$ cat config.mk
export PLATFORM = sky130hd
export DESIGN_NAME = debug_top
export DESIGN_NICKNAME = d
export VERILOG_FILES = /design/src/dbg_pkg.sv /design/src/cpu_core.sv /design/src/debug_top.sv /design/src/debug_unit.sv /design/src/imem_arbiter.sv /design/src/inst_mem.sv
export SDC_FILE = /design/constraint.sdc
export NUM_CORES = 2
export LEC_CHECK = 0
export ABC_AREA = 1
export BUFFER_PORTS_ARGS = -buffer_cell sky130_fd_sc_hd__buf_2
export CAP_MARGIN = 40
export CORE_UTILIZATION = 57
export DETAILED_ROUTE_END_ITERATION = 8
export PLACE_DENSITY = 0.75
export SKIP_CTS_REPAIR_TIMING = 1
export SLEW_MARGIN = 10
export SYNTH_ARGS = -nofsm -noshare
export SYNTH_HDL_FRONTEND = slang
export SYNTH_SLANG_ARGS = --single-unit
$ cat constraint.sdc
create_clock -name clk -period 4.9 [get_ports clk]
set_input_delay 0.98 -clock clk [delete_from_list [all_inputs] [get_ports clk]]
set_output_delay 0.98 -clock clk [all_outputs]
set_load 0.01 [all_outputs]
$ cat src/dbg_pkg.sv
`default_nettype none

package dbg_pkg;

	////////////////////////////////////////
	// widths
	localparam int data_width   = 32;	// instruction and accumulator word
	localparam int byte_width   = 8;	// host byte
	localparam int mem_depth    = 64;
	localparam int addr_width   = 6;
	localparam int opcode_width = 6;
	localparam int imm_width    = 16;

	////////////////////////////////////////
	// host command bytes
	localparam logic [byte_width-1:0] cmd_start      = 8'd1;
	localparam logic [byte_width-1:0] cmd_continuous = 8'd2;
	localparam logic [byte_width-1:0] cmd_step_mode  = 8'd3;
	localparam logic [byte_width-1:0] cmd_reprogram  = 8'd5;
	localparam logic [byte_width-1:0] cmd_step       = 8'd6;
	localparam logic [byte_width-1:0] cmd_peek       = 8'd7;

	// opcodes, anything else is a no-op
	localparam logic [opcode_width-1:0] op_addi = 6'd1;
	localparam logic [opcode_width-1:0] op_xori = 6'd2;
	localparam logic [opcode_width-1:0] op_halt = 6'h3f;

	////////////////////////////////////////
	// debug unit states
	localparam logic [2:0] st_idle      = 3'd0;
	localparam logic [2:0] st_prog      = 3'd1;	// byte loading
	localparam logic [2:0] st_wait      = 3'd2;
	localparam logic [2:0] st_step      = 3'd3;
	localparam logic [2:0] st_cont      = 3'd4;
	localparam logic [2:0] st_peek_addr = 3'd5;
	localparam logic [2:0] st_peek_read = 3'd6;
	localparam logic [2:0] st_send      = 3'd7;

	// core fetch states
	localparam logic [1:0] cs_idle = 2'd0;
	localparam logic [1:0] cs_req  = 2'd1;	// request held until granted
	localparam logic [1:0] cs_wait = 2'd2;	// read data due

	// one instruction word seen as host bytes or as decoded fields
	typedef union packed {
		logic [3:0][byte_width-1:0] bytes;	// index 0 is least significant
		struct packed {
			logic [opcode_width-1:0] opcode;
			logic [9:0]              rsvd;
			logic [imm_width-1:0]    imm;
		} fields;
	} inst_word_u;

endpackage

`default_nettype wire

$ cat src/cpu_core.sv
`timescale 1ns/1ps
`default_nettype none

module cpu_core
(
	input  wire                               clk,
	input  wire                               reset,
	input  wire                               run,
	input  wire                               step,
	input  wire                               core_clear,
	input  wire                               core_gnt,
	input  wire  [dbg_pkg::data_width-1:0]    core_rdata,
	input  wire                               core_rvalid,
	output logic                              core_req,
	output logic [dbg_pkg::addr_width-1:0]    core_addr,
	output logic                              retired,
	output logic [dbg_pkg::addr_width-1:0]    pc,
	output logic [dbg_pkg::data_width-1:0]    acc,
	output logic                              halted
);

	logic [1:0]          state;
	dbg_pkg::inst_word_u fetched;
	logic [dbg_pkg::data_width-1:0] imm_ext;

	assign fetched   = core_rdata;
	assign imm_ext   = {{(dbg_pkg::data_width-dbg_pkg::imm_width){1'b0}}, fetched.fields.imm};
	assign core_req  = (state == dbg_pkg::cs_req);
	assign core_addr = pc;

	always_ff @(posedge clk)
	begin
		retired <= 1'b0;
		if (reset || core_clear)
		begin
			state  <= dbg_pkg::cs_idle;
			pc     <= '0;
			acc    <= '0;
			halted <= 1'b0;
		end
		else
		begin
			case (state)
				dbg_pkg::cs_idle:
				begin
					if (!halted && (run || step))
						state <= dbg_pkg::cs_req;
				end
				dbg_pkg::cs_req:
				begin
					if (core_gnt)
						state <= dbg_pkg::cs_wait;
				end
				dbg_pkg::cs_wait:
				begin
					if (core_rvalid)
					begin
						retired <= 1'b1;	// also for halt
						case (fetched.fields.opcode)
							dbg_pkg::op_addi: acc <= acc + imm_ext;
							dbg_pkg::op_xori: acc <= acc ^ imm_ext;
							default: ;
						endcase
						if (fetched.fields.opcode == dbg_pkg::op_halt)
						begin
							halted <= 1'b1;	// pc stays on the halt word
							state  <= dbg_pkg::cs_idle;
						end
						else
						begin
							pc    <= pc + 1'b1;
							state <= run ? dbg_pkg::cs_req : dbg_pkg::cs_idle;
						end
					end
				end
				default: state <= dbg_pkg::cs_idle;
			endcase
		end
	end

endmodule

`default_nettype wire

$ cat src/debug_top.sv
`timescale 1ns/1ps
`default_nettype none

module debug_top
(
	input  wire                               clk,
	input  wire                               reset,
	input  wire                               rx_done_tick,
	input  wire  [dbg_pkg::byte_width-1:0]    rx_data,
	input  wire                               tx_done_tick,
	output logic                              tx_start,
	output logic [dbg_pkg::byte_width-1:0]    tx_data,
	output logic                              halted,
	output logic                              loading
);

	////////////////////////////////////////
	// debug port
	logic                           dbg_req;
	logic                           dbg_we;
	logic [dbg_pkg::addr_width-1:0] dbg_addr;
	logic [dbg_pkg::data_width-1:0] dbg_wdata;
	logic                           dbg_gnt;
	logic [dbg_pkg::data_width-1:0] dbg_rdata;
	logic                           dbg_rvalid;

	// core port and control
	logic                           core_req;
	logic [dbg_pkg::addr_width-1:0] core_addr;
	logic                           core_gnt;
	logic [dbg_pkg::data_width-1:0] core_rdata;
	logic                           core_rvalid;
	logic                           run;
	logic                           step;
	logic                           core_clear;
	logic                           retired;
	logic [dbg_pkg::addr_width-1:0] core_pc;
	logic [dbg_pkg::data_width-1:0] core_acc;

	// memory side
	logic                           mem_en;
	logic                           mem_we;
	logic [dbg_pkg::addr_width-1:0] mem_addr;
	logic [dbg_pkg::data_width-1:0] mem_wdata;
	logic [dbg_pkg::data_width-1:0] mem_rdata;

	debug_unit i_debug_unit (
		.clk(clk), .reset(reset),
		.rx_done_tick(rx_done_tick), .rx_data(rx_data), .tx_done_tick(tx_done_tick),
		.dbg_gnt(dbg_gnt), .dbg_rdata(dbg_rdata), .dbg_rvalid(dbg_rvalid),
		.retired(retired), .core_pc(core_pc), .core_acc(core_acc), .halted(halted),
		.tx_start(tx_start), .tx_data(tx_data),
		.dbg_req(dbg_req), .dbg_we(dbg_we), .dbg_addr(dbg_addr), .dbg_wdata(dbg_wdata),
		.run(run), .step(step), .core_clear(core_clear), .loading(loading)
	);

	cpu_core i_cpu_core (
		.clk(clk), .reset(reset),
		.run(run), .step(step), .core_clear(core_clear),
		.core_gnt(core_gnt), .core_rdata(core_rdata), .core_rvalid(core_rvalid),
		.core_req(core_req), .core_addr(core_addr), .retired(retired),
		.pc(core_pc), .acc(core_acc), .halted(halted)
	);

	imem_arbiter i_imem_arbiter (
		.clk(clk), .reset(reset),
		.dbg_req(dbg_req), .dbg_we(dbg_we), .dbg_addr(dbg_addr), .dbg_wdata(dbg_wdata),
		.core_req(core_req), .core_addr(core_addr), .mem_rdata(mem_rdata),
		.dbg_gnt(dbg_gnt), .dbg_rdata(dbg_rdata), .dbg_rvalid(dbg_rvalid),
		.core_gnt(core_gnt), .core_rdata(core_rdata), .core_rvalid(core_rvalid),
		.mem_en(mem_en), .mem_we(mem_we), .mem_addr(mem_addr), .mem_wdata(mem_wdata)
	);

	inst_mem i_inst_mem (
		.clk(clk),
		.mem_en(mem_en), .mem_we(mem_we), .mem_addr(mem_addr),
		.mem_wdata(mem_wdata), .mem_rdata(mem_rdata)
	);

endmodule

`default_nettype wire

$ cat src/debug_unit.sv
`timescale 1ns/1ps
`default_nettype none

module debug_unit
(
	input  wire                               clk,
	input  wire                               reset,
	input  wire                               rx_done_tick,
	input  wire  [dbg_pkg::byte_width-1:0]    rx_data,
	input  wire                               tx_done_tick,
	input  wire                               dbg_gnt,
	input  wire  [dbg_pkg::data_width-1:0]    dbg_rdata,
	input  wire                               dbg_rvalid,
	input  wire                               retired,
	input  wire  [dbg_pkg::addr_width-1:0]    core_pc,
	input  wire  [dbg_pkg::data_width-1:0]    core_acc,
	input  wire                               halted,
	output logic                              tx_start,
	output logic [dbg_pkg::byte_width-1:0]    tx_data,
	output logic                              dbg_req,
	output logic                              dbg_we,
	output logic [dbg_pkg::addr_width-1:0]    dbg_addr,
	output logic [dbg_pkg::data_width-1:0]    dbg_wdata,
	output logic                              run,
	output logic                              step,
	output logic                              core_clear,
	output logic                              loading
);

	logic [2:0]                     state;
	logic [2:0]                     ret_state;	// mode to go back to after a reply
	logic [1:0]                     byte_cnt;
	logic [dbg_pkg::addr_width-1:0] wr_addr;
	logic                           step_busy;	// waiting for retired
	logic [1:0]                     send_idx;
	logic [1:0]                     send_last;
	logic                           report_now;
	logic                           peek_done;
	dbg_pkg::inst_word_u            inst_q;
	dbg_pkg::inst_word_u            send_buf;

	// pc/acc report is due this cycle
	assign report_now = (state == dbg_pkg::st_cont && halted)
		|| (state == dbg_pkg::st_step && step_busy && retired)
		|| (state == dbg_pkg::st_step && !step_busy && rx_done_tick
			&& rx_data == dbg_pkg::cmd_step && halted);
	assign peek_done  = (state == dbg_pkg::st_peek_read) && dbg_rvalid;

	assign dbg_wdata  = inst_q;
	assign tx_data    = send_buf.bytes[send_idx];

	////////////////////////////////////////
	// payload registers
	always_ff @(posedge clk)
	begin
		if (state == dbg_pkg::st_prog && rx_done_tick)
			inst_q.bytes[byte_cnt] <= rx_data;	// lsb first
		if (state == dbg_pkg::st_peek_addr && rx_done_tick)
			dbg_addr <= rx_data[dbg_pkg::addr_width-1:0];
		else if (state == dbg_pkg::st_prog && rx_done_tick && byte_cnt == 2'd3)
			dbg_addr <= wr_addr;
		if (peek_done)
		begin
			send_buf  <= dbg_rdata;
			send_last <= 2'd3;
		end
		else if (report_now)
		begin
			send_buf.bytes[0] <= {{(dbg_pkg::byte_width-dbg_pkg::addr_width){1'b0}}, core_pc};
			send_buf.bytes[1] <= core_acc[dbg_pkg::byte_width-1:0];
			send_last         <= 2'd1;
		end
	end

	////////////////////////////////////////
	// host command FSM
	always_ff @(posedge clk)
	begin
		if (reset)
		begin
			state      <= dbg_pkg::st_idle;
			ret_state  <= dbg_pkg::st_idle;
			byte_cnt   <= '0;
			wr_addr    <= '0;
			step_busy  <= 1'b0;
			send_idx   <= '0;
			tx_start   <= 1'b0;
			dbg_req    <= 1'b0;
			dbg_we     <= 1'b0;
			run        <= 1'b0;
			step       <= 1'b0;
			core_clear <= 1'b0;
			loading    <= 1'b0;
		end
		else
		begin
			step       <= 1'b0;
			core_clear <= 1'b0;
			case (state)
				dbg_pkg::st_idle:
				begin
					if (rx_done_tick && rx_data == dbg_pkg::cmd_start)
					begin
						core_clear <= 1'b1;
						loading    <= 1'b1;
						byte_cnt   <= '0;
						wr_addr    <= '0;
						state      <= dbg_pkg::st_prog;
					end
				end
				dbg_pkg::st_prog:
				begin
					if (dbg_req && dbg_gnt)
					begin
						dbg_req <= 1'b0;	// word written
						wr_addr <= wr_addr + 1'b1;
						if (inst_q.fields.opcode == dbg_pkg::op_halt)
						begin
							loading <= 1'b0;
							state   <= dbg_pkg::st_wait;
						end
					end
					else if (rx_done_tick)
					begin
						byte_cnt <= byte_cnt + 1'b1;
						if (byte_cnt == 2'd3)
						begin
							dbg_req <= 1'b1;
							dbg_we  <= 1'b1;
						end
					end
				end
				dbg_pkg::st_wait:
				begin
					if (rx_done_tick)
					begin
						case (rx_data)
							dbg_pkg::cmd_continuous:
							begin
								run   <= 1'b1;
								state <= dbg_pkg::st_cont;
							end
							dbg_pkg::cmd_step_mode: state <= dbg_pkg::st_step;
							dbg_pkg::cmd_peek:
							begin
								ret_state <= dbg_pkg::st_wait;
								state     <= dbg_pkg::st_peek_addr;
							end
							dbg_pkg::cmd_reprogram: state <= dbg_pkg::st_idle;
							default: ;	// ignored
						endcase
					end
				end
				dbg_pkg::st_step:
				begin
					if (step_busy)
					begin
						if (retired)
							step_busy <= 1'b0;
					end
					else if (rx_done_tick)
					begin
						case (rx_data)
							dbg_pkg::cmd_step:
							begin
								ret_state <= dbg_pkg::st_step;
								if (!halted)
								begin
									step      <= 1'b1;
									step_busy <= 1'b1;
								end
							end
							dbg_pkg::cmd_peek:
							begin
								ret_state <= dbg_pkg::st_step;
								state     <= dbg_pkg::st_peek_addr;
							end
							dbg_pkg::cmd_reprogram: state <= dbg_pkg::st_idle;
							default: ;
						endcase
					end
				end
				dbg_pkg::st_cont:
				begin
					if (halted)
					begin
						run       <= 1'b0;
						ret_state <= dbg_pkg::st_wait;
					end
					else if (rx_done_tick)
					begin
						case (rx_data)
							dbg_pkg::cmd_peek:
							begin
								ret_state <= dbg_pkg::st_cont;	// run stays high
								state     <= dbg_pkg::st_peek_addr;
							end
							dbg_pkg::cmd_reprogram:
							begin
								run   <= 1'b0;
								state <= dbg_pkg::st_idle;
							end
							default: ;
						endcase
					end
				end
				dbg_pkg::st_peek_addr:
				begin
					if (rx_done_tick)
					begin
						dbg_req <= 1'b1;
						dbg_we  <= 1'b0;
						state   <= dbg_pkg::st_peek_read;
					end
				end
				dbg_pkg::st_peek_read:
				begin
					if (dbg_req && dbg_gnt)
						dbg_req <= 1'b0;
				end
				dbg_pkg::st_send:
				begin
					if (tx_start)
					begin
						if (tx_done_tick)
						begin
							tx_start <= 1'b0;	// at least one idle cycle between bytes
							if (send_idx == send_last)
								state <= ret_state;
							else
								send_idx <= send_idx + 1'b1;
						end
					end
					else
						tx_start <= 1'b1;
				end
				default: state <= dbg_pkg::st_idle;
			endcase

			// both kinds of reply go out through st_send
			if (report_now || peek_done)
			begin
				send_idx <= '0;
				state    <= dbg_pkg::st_send;
			end
		end
	end

endmodule

`default_nettype wire

$ cat src/imem_arbiter.sv
`timescale 1ns/1ps
`default_nettype none

module imem_arbiter
(
	input  wire                               clk,
	input  wire                               reset,
	input  wire                               dbg_req,
	input  wire                               dbg_we,
	input  wire  [dbg_pkg::addr_width-1:0]    dbg_addr,
	input  wire  [dbg_pkg::data_width-1:0]    dbg_wdata,
	input  wire                               core_req,
	input  wire  [dbg_pkg::addr_width-1:0]    core_addr,
	input  wire  [dbg_pkg::data_width-1:0]    mem_rdata,
	output logic                              dbg_gnt,
	output logic [dbg_pkg::data_width-1:0]    dbg_rdata,
	output logic                              dbg_rvalid,
	output logic                              core_gnt,
	output logic [dbg_pkg::data_width-1:0]    core_rdata,
	output logic                              core_rvalid,
	output logic                              mem_en,
	output logic                              mem_we,
	output logic [dbg_pkg::addr_width-1:0]    mem_addr,
	output logic [dbg_pkg::data_width-1:0]    mem_wdata
);

	logic rd_pending;	// read issued last cycle
	logic owner_dbg;	// who issued it

	////////////////////////////////////////
	// grant, debug port always wins
	assign dbg_gnt   = dbg_req;
	assign core_gnt  = core_req && !dbg_req;

	assign mem_en    = dbg_req || core_req;
	assign mem_we    = dbg_req && dbg_we;	// core never writes
	assign mem_addr  = dbg_req ? dbg_addr : core_addr;
	assign mem_wdata = dbg_wdata;

	always_ff @(posedge clk)
	begin
		if (reset)
		begin
			rd_pending <= 1'b0;
			owner_dbg  <= 1'b0;
		end
		else
		begin
			rd_pending <= mem_en && !mem_we;
			owner_dbg  <= dbg_req;
		end
	end

	////////////////////////////////////////
	// return path
	assign dbg_rvalid  = rd_pending && owner_dbg;
	assign core_rvalid = rd_pending && !owner_dbg;
	assign dbg_rdata   = owner_dbg ? mem_rdata : '0;
	assign core_rdata  = owner_dbg ? '0 : mem_rdata;

endmodule

`default_nettype wire

$ cat src/inst_mem.sv
`timescale 1ns/1ps
`default_nettype none

module inst_mem
(
	input  wire                               clk,
	input  wire                               mem_en,
	input  wire                               mem_we,
	input  wire  [dbg_pkg::addr_width-1:0]    mem_addr,
	input  wire  [dbg_pkg::data_width-1:0]    mem_wdata,
	output logic [dbg_pkg::data_width-1:0]    mem_rdata
);

	logic [dbg_pkg::data_width-1:0] mem [0:dbg_pkg::mem_depth-1];

	// single port, write has priority over read
	always_ff @(posedge clk)
	begin
		if (mem_en)
		begin
			if (mem_we)
				mem[mem_addr] <= mem_wdata;
			else
				mem_rdata <= mem[mem_addr];	// valid next cycle
		end
	end

endmodule

`default_nettype wire

After elaboration in Yosys (flattened, before gate mapping)

Memories as Yosys holds them, arrays and structs flattened. A register that Yosys moved wholly into a read port is not among the register bits.
Index checks and enable logic that the tools add are counted.

Register bits after elaboration: 139
Bits in latches: 0
Bits in writable memories: 2048
Memory bits (read-only): 0
Input port bits: 12
Output and inout bits: 11
Logic and storage cells: 234
Memories kept: 1

Add/sub/neg operators: 5
Multiply operators: 0
Divide/modulo/power cells: 0
Order comparisons: 3
Equality and inequality tests: 51
Shift operators: 0
Mux-type cells: 82
Bitwise operators: 7
Reduce and logical (&&, ||, !) cells: 60

Memories:

| memory         | words | width | read ports | clocked after Yosys merged registers in | wr ports | line           | RTL |
|---|---|---|---|---|---|---|---|
| i_inst_mem.mem | 64    | 32    | 1          | 1                                       | 1        | inst_mem.sv:14 | `logic [dbg_pkg::data_width-1:0] mem [0:dbg_pkg::mem_depth-1];` |

Operators with widths:

| cell                                                                     | count |
|---|---|
| 32-bit case mux with 2 select lines                                      | 1 |
| 3-bit 2-to-1 mux                                                         | 20 |
| 16-bit 2-to-1 mux                                                        | 3 |
| 32-bit by 16-bit adder with 32-bit output                                | 1 |
| 32-bit bitwise mux                                                       | 1 |
| 32-bit 2-to-1 mux                                                        | 1 |
| 32-bit by 16-bit XOR with 32-bit output                                  | 1 |
| 6-bit 2-to-1 mux                                                         | 5 |
| 1-bit 2-to-1 mux                                                         | 29 |
| 8-bit by 3-bit equality test with 1-bit output (second input constant)   | 3 |
| 2-bit inequality test (second input constant)                            | 12 |
| 3-bit case mux with 7 select lines                                       | 1 |
| 1-bit logical AND                                                        | 19 |
| 3-bit by 2-bit inequality test with 1-bit output (second input constant) | 6 |
| 8-bit binary-select mux with 2-bit select                                | 1 |
| 8-bit demux with 2-bit select                                            | 1 |
| 8-bit by 2-bit equality test with 1-bit output (second input constant)   | 2 |
| 8-bit 2-to-1 mux                                                         | 2 |
| 3-bit AND reduction                                                      | 5 |
| 2-bit 2-to-1 mux                                                         | 7 |
| 6-bit by 1-bit adder with 6-bit output (second input constant)           | 2 |
| 3-bit equality test (second input constant)                              | 4 |
| 6-bit equality test (second input constant)                              | 2 |
| 3-bit inequality test (second input constant)                            | 4 |
| 37 further kinds                                                         | 75 |

Longest topological paths before layout

Depth after elaboration: 9
Gate-level depth with buffers: 17
Depth with buffers taken out: 13

By module

From an unflattened synthesis, not the netlist that was laid out.

Cells, all modules: 9662
Area total of the unflattened synthesis: 95572.9 um^2

By module, submodules not included:

| module       | times used | cells each | area an instance (um^2) | sequential area each (um^2) |
|---|---|---|---|---|
| inst_mem     | 1          | 8448       | 86957.1                 | 62459.9 |
| debug_unit   | 1          | 446        | 4306.6                  | 2602.5 |
| cpu_core     | 1          | 564        | 3349.5                  | 840.8 |
| imem_arbiter | 1          | 204        | 959.7                   | 40.0 |

Least setup slack after synthesis

OpenSTA, ideal clock, no wires.

Kind: flip-flop to flip-flop
From: register i_debug_unit.dbg_req
To: memory i_inst_mem.mem[59][0] (netlist bit) (enable)
Arrival time: 4.504 ns
Required time: 4.398 ns
Slack: -0.105 ns
Stages on the path, launching flop included: 9
Path buffers: 2
Period minus slack after synthesis: 5.005 ns
Cell sequence: dfxtp_1 inv_2 buf_6 or2_1 o21ai_4 nor3_2 buf_2 nand2_1 nor4_1

Longest elaborated chain between the ends: 4
Elaborated cells on any way between the ends: 6
Classes of those cells: mux (4); reduce/logical (2)

Ends and longest elaborated chain:

| element                                | line               | RTL |
|---|---|---|
| start: declaration                     | debug_unit.sv:20   | `output logic dbg_req,` |
| start signal: assignment               | debug_unit.sv:88   | `dbg_req <= 1'b0;` |
| start signal: assignment               | debug_unit.sv:115  | `dbg_req <= 1'b0;` |
| start signal: assignment               | debug_unit.sv:128  | `dbg_req <= 1'b1;` |
| 1-bit logical AND                      | imem_arbiter.sv:36 | `assign mem_we = dbg_req && dbg_we;` |
| 1-bit 2-to-1 mux                       | inst_mem.sv:21     | `if (mem_we)` |
| 1-bit 2-to-1 mux                       | inst_mem.sv:19     | `if (mem_en)` |
| 1-bit 2-to-1 mux (implied by the code) | inst_mem.sv:22     | `mem[mem_addr] <= mem_wdata;` |
| end: declaration                       | inst_mem.sv:14     |  |

Several ways; a longest one is shown, not always the timed one.

Worst setup path after layout

From: register i_debug_unit.dbg_req
To: register i_inst_mem.mem_rdata[11] (netlist bit), read port of i_inst_mem.mem (data pin)

Longest elaborated chain between the ends: 3
Elaborated cells on any way between the ends: 5
Classes of those cells: mux (1); bitwise (1); reduce/logical (3)

Ends and longest elaborated chain:

| element                       | line               | RTL |
|---|---|---|
| 1-bit logical AND             | imem_arbiter.sv:36 |  |
| 1-bit NOT (no line)           | n/a                |  |
| 2-bit AND reduction (no line) | n/a                |  |
| end: declaration              | inst_mem.sv:11     | `output logic [dbg_pkg::data_width-1:0] mem_rdata` |

Several ways; a longest one is shown, not always the timed one.
A chain may end at the register's enable or synchronous reset.

==> run summary <==
outcome: finished, final reports clean
Die Area: 164000 µm²
#FFs+latches synth: 2195
Synth Cell Area: 92400 µm²
sequential power share: 0.547
PortBufs: 22
Slew @ Worst Pin: 0.998 ns
Crit Path Class: reg2reg
CP Capture Type: flop
Final Hold Vio Count: 0
Die Y-Extent: 405 µm
Routed Antenna Nets: 0
total CTS buffers: 209
crit-path cells: buf_4, nand2_1, nand2_8, inv_8, buf_12, buf_4, nand2_1, nand2_1, nand2_1, nand2_1, nand2_1, nand2_1, nor2_1, nand2_1
clock slew at reported path FFs: 0.07 ns
CP max-delay cell: nor2_1
final hold slack: 0.420 ns
most common cell in the netlist: nand2_1
Max FO, Critical Path: 49
GRT Util Overall: 0.333
final net count: 9200
family with the most delay on the worst path: simple AND/OR/NAND/NOR gates
FF-to-FF setup slack: 0.99 ns
Gate power share: 0.024
Iteration-0 DRC Markers: 10600
Async SR Flop Fraction: 0
Net Sw Frac: 0.210
Pwr Density: 366 nW/µm²
Cells after DPL: 11100
largest area contributor in the netlist: edfxtp_1
Mapped Cells: 9126
fill count: 11800
Clock Latency Late Sink: 0.89 ns
num rows: 147
initial antenna violation count: 12
CTS HTree Levels: 4
crit path time final: 3.91 ns
worst clock skew: 0.0497 ns
synth top area cells: edfxtp_1 (70%), nand2_1 (24%), buf_2 (1.2%)
Post-Syn Area per Cell: 10.1 µm²
top-area cell type share of the netlist area: 0.698
final WL: 273000 µm
pin count of the biggest net entering global routing: 113
CTS tree: built
Post-Syn Nets: 9152
P&R area growth vs syn: 11.9%
worst path bufs/invs: 4
fin area: 103000 µm²
Ys Warns: 0
RePlAce Congestion: 0.959
Pre-Repair DR Iteration Count: 6
Cell Count, Final, Fillers Out: 11500
boundary pin count: 23
Clock power frac: 0.429
ys flop type: edfxtp_1
RSZ-0062 raised after global routing: no
Clock Path Buffers: 3
crit share post-route: 0.798
Avg WL per Cell: 23.7 µm
max_slew headroom: 0.334
part of the Yosys area used for sequential elements: 0.708
internal power: 29.9 mW
cell mode on critical path: nand2_1
drt drc: 0
crit path launch type: flop
Via density: 5.72
Synth top cells by count: nand2_1 (5955), edfxtp_1 (2150), buf_2 (223), nor2_1 (213), clkbuf_1 (178)
Root Buffer: clkbuf_16
Critical Path AT: 4.51 ns
setup violators final: 0
HPWL after DPL: 158000 µm
maximum VDD drop: 0.345 mV
max-slew violation count: 0
core area: 161000 µm²
highest clock rate: 0.256 GHz
count of cell types in the netlist: 42
Placed Area: 96400 µm²
DR vias: 65800
max_cap viols: 0
Worst Path Required: 5.50 ns
Initial Util: 0.575
GRT overflow: 0
global-route wire length before repair: 399000 µm
Sink Count: 2195
Die W: 405 µm
EDFF count, synth: 2150
worst hold path class: in2reg
crit-path max cell delay: 0.65 ns
share of cells above drive strength 1: 0.0712
Psw: 7.93 mW
Pleak: 42.2 nW
vias in the first global route: 62000
## through the flow
stage | total power, mW | setup TNS, ns | setup slack, ns | util
2_1_floorplan | 21.5 | -13.46 | -0.105 | -
3_3_place_gp | 21.9 | 0 | 1.27 | 0.599
3_5_place_dp | 21.9 | 0 | 1.22 | 0.600
4_1_cts | 37.8 | 0 | 1.20 | 0.642
5_1_grt | 38.5 | 0 | 0.959 | 0.643
6_report | 37.8 | 0 | 0.991 | 0.643
## registers in the layout, indices dropped and copies added, names as in the netlist, 3 cells and up
name / cells
i_inst_mem.mem_rdata: 32
i_cpu_core.core_addr: 6
i_debug_unit.dbg_addr: 6
i_debug_unit.ret_state: 3
i_debug_unit.state: 3
i_debug_unit.wr_addr: 6
i_inst_mem.mem: 2048
i_debug_unit.dbg_wdata: 32
i_debug_unit.send_buf: 32
i_cpu_core.acc: 8
## final timing paths
| check | depth (start not counted) | to | startpoint |
|---|---|---|---|
| setup reg to reg | 14 | i_inst_mem.mem_rdata[11] | i_debug_unit.dbg_req |
| hold reg to reg | 2 | i_debug_unit.ret_state[2] | i_debug_unit.ret_state[2] |
| hold / removal | 1 | i_debug_unit.dbg_wdata[21] | rx_data[5] |
| setup / recovery | 14 | i_inst_mem.mem_rdata[11] | i_debug_unit.dbg_req |
## logic make-up (layout without fill, tap and decap cells)
| kind of cell | after synthesis | after routing | synth area share |
|---|---|---|---|
| AOI/OAI and AO/OA | 112 | 112 | 0.00678 |
| xor gates and xnor gates | 7 | 7 | 0.000663 |
| adders and majority gates | 14 | 14 | 0.00198 |
| buffers and inverters | 551 | 775 | 0.0262 |
| DFF | 2195 | 2195 | 0.708 |
| other | 0 | 3 | 0 |
| and+or+nand+nor | 6247 | 6247 | 0.256 |
## worst register-to-register path, stage by stage, from the launching register on
cell and delay, ns:
dfxtp_1 0.35, buf_4 0.25, nand2_1 0.18, nand2_8 0.41, inv_8 0.37, buf_12 0.29
buf_4 0.30, nand2_1 0.10, nand2_1 0.05, nand2_1 0.05, nand2_1 0.08, nand2_1 0.16
nand2_1 0.26, nor2_1 0.65, nand2_1 0.12
## cell type report
type                            instances  area, µm²  area share
Clock buffer                          262       5510      0.0533
Timing Repair Buffer                  279       2950      0.0285
Antenna cell                            3       7.51   0.0000726
Multi-Input combinational cell       6380      25100       0.242
Inverter                              109        434     0.00420
Clock inverter                        125       1290      0.0125
Tap cell                             2160       2700      0.0261
Sequential cell                      2195      65500       0.633
## cells in the final DEF (no fill, tap or decap), types with 11 or more instances in the layout
| cell type | count |
|---|---|
| nand2_1 | 5953 |
| edfxtp_1 | 2150 |
| clkbuf_16 | 211 |
| buf_4 | 187 |
| nor2_1 | 152 |
| inv_1 | 93 |
| nor2_4 | 60 |
| o21ai_0 | 56 |
| buf_12 | 56 |
| clkinv_1 | 51 |
| clkbuf_1 | 47 |
| dfxtp_1 | 45 |
| a21oi_1 | 35 |
| clkinv_2 | 35 |
| nand3_1 | 27 |
| buf_2 | 23 |
| bufinv_16 | 22 |
| nand4_1 | 18 |
| ha_1 | 13 |
| nor3_1 | 11 |
## power by group through the flow
stage | clock network [mW] | registers [mW] | logic (mW)
6_report | 16.2 | 20.7 | 0.914
5_1_grt | 16.9 | 20.7 | 0.964
4_1_cts | 16.2 | 20.7 | 0.871
2_1_floorplan | 0 | 21.0 | 0.418
3_3_place_gp | 0 | 21.1 | 0.820
3_5_place_dp | 0 | 21.1 | 0.864
## layer usage
layer / vias to the layer above / share of wire / GRT usage
li1: 29600 / - / -
met1: 31100 / 0.36 / 0.448
met2: 4389 / 0.44 / 0.495
met3: 731 / 0.14 / 0.0900
met4: 8 / 0.060 / 0.185
met5: - / 0.00021 / 0
Note: power is estimated with default switching activity, not from simulation.
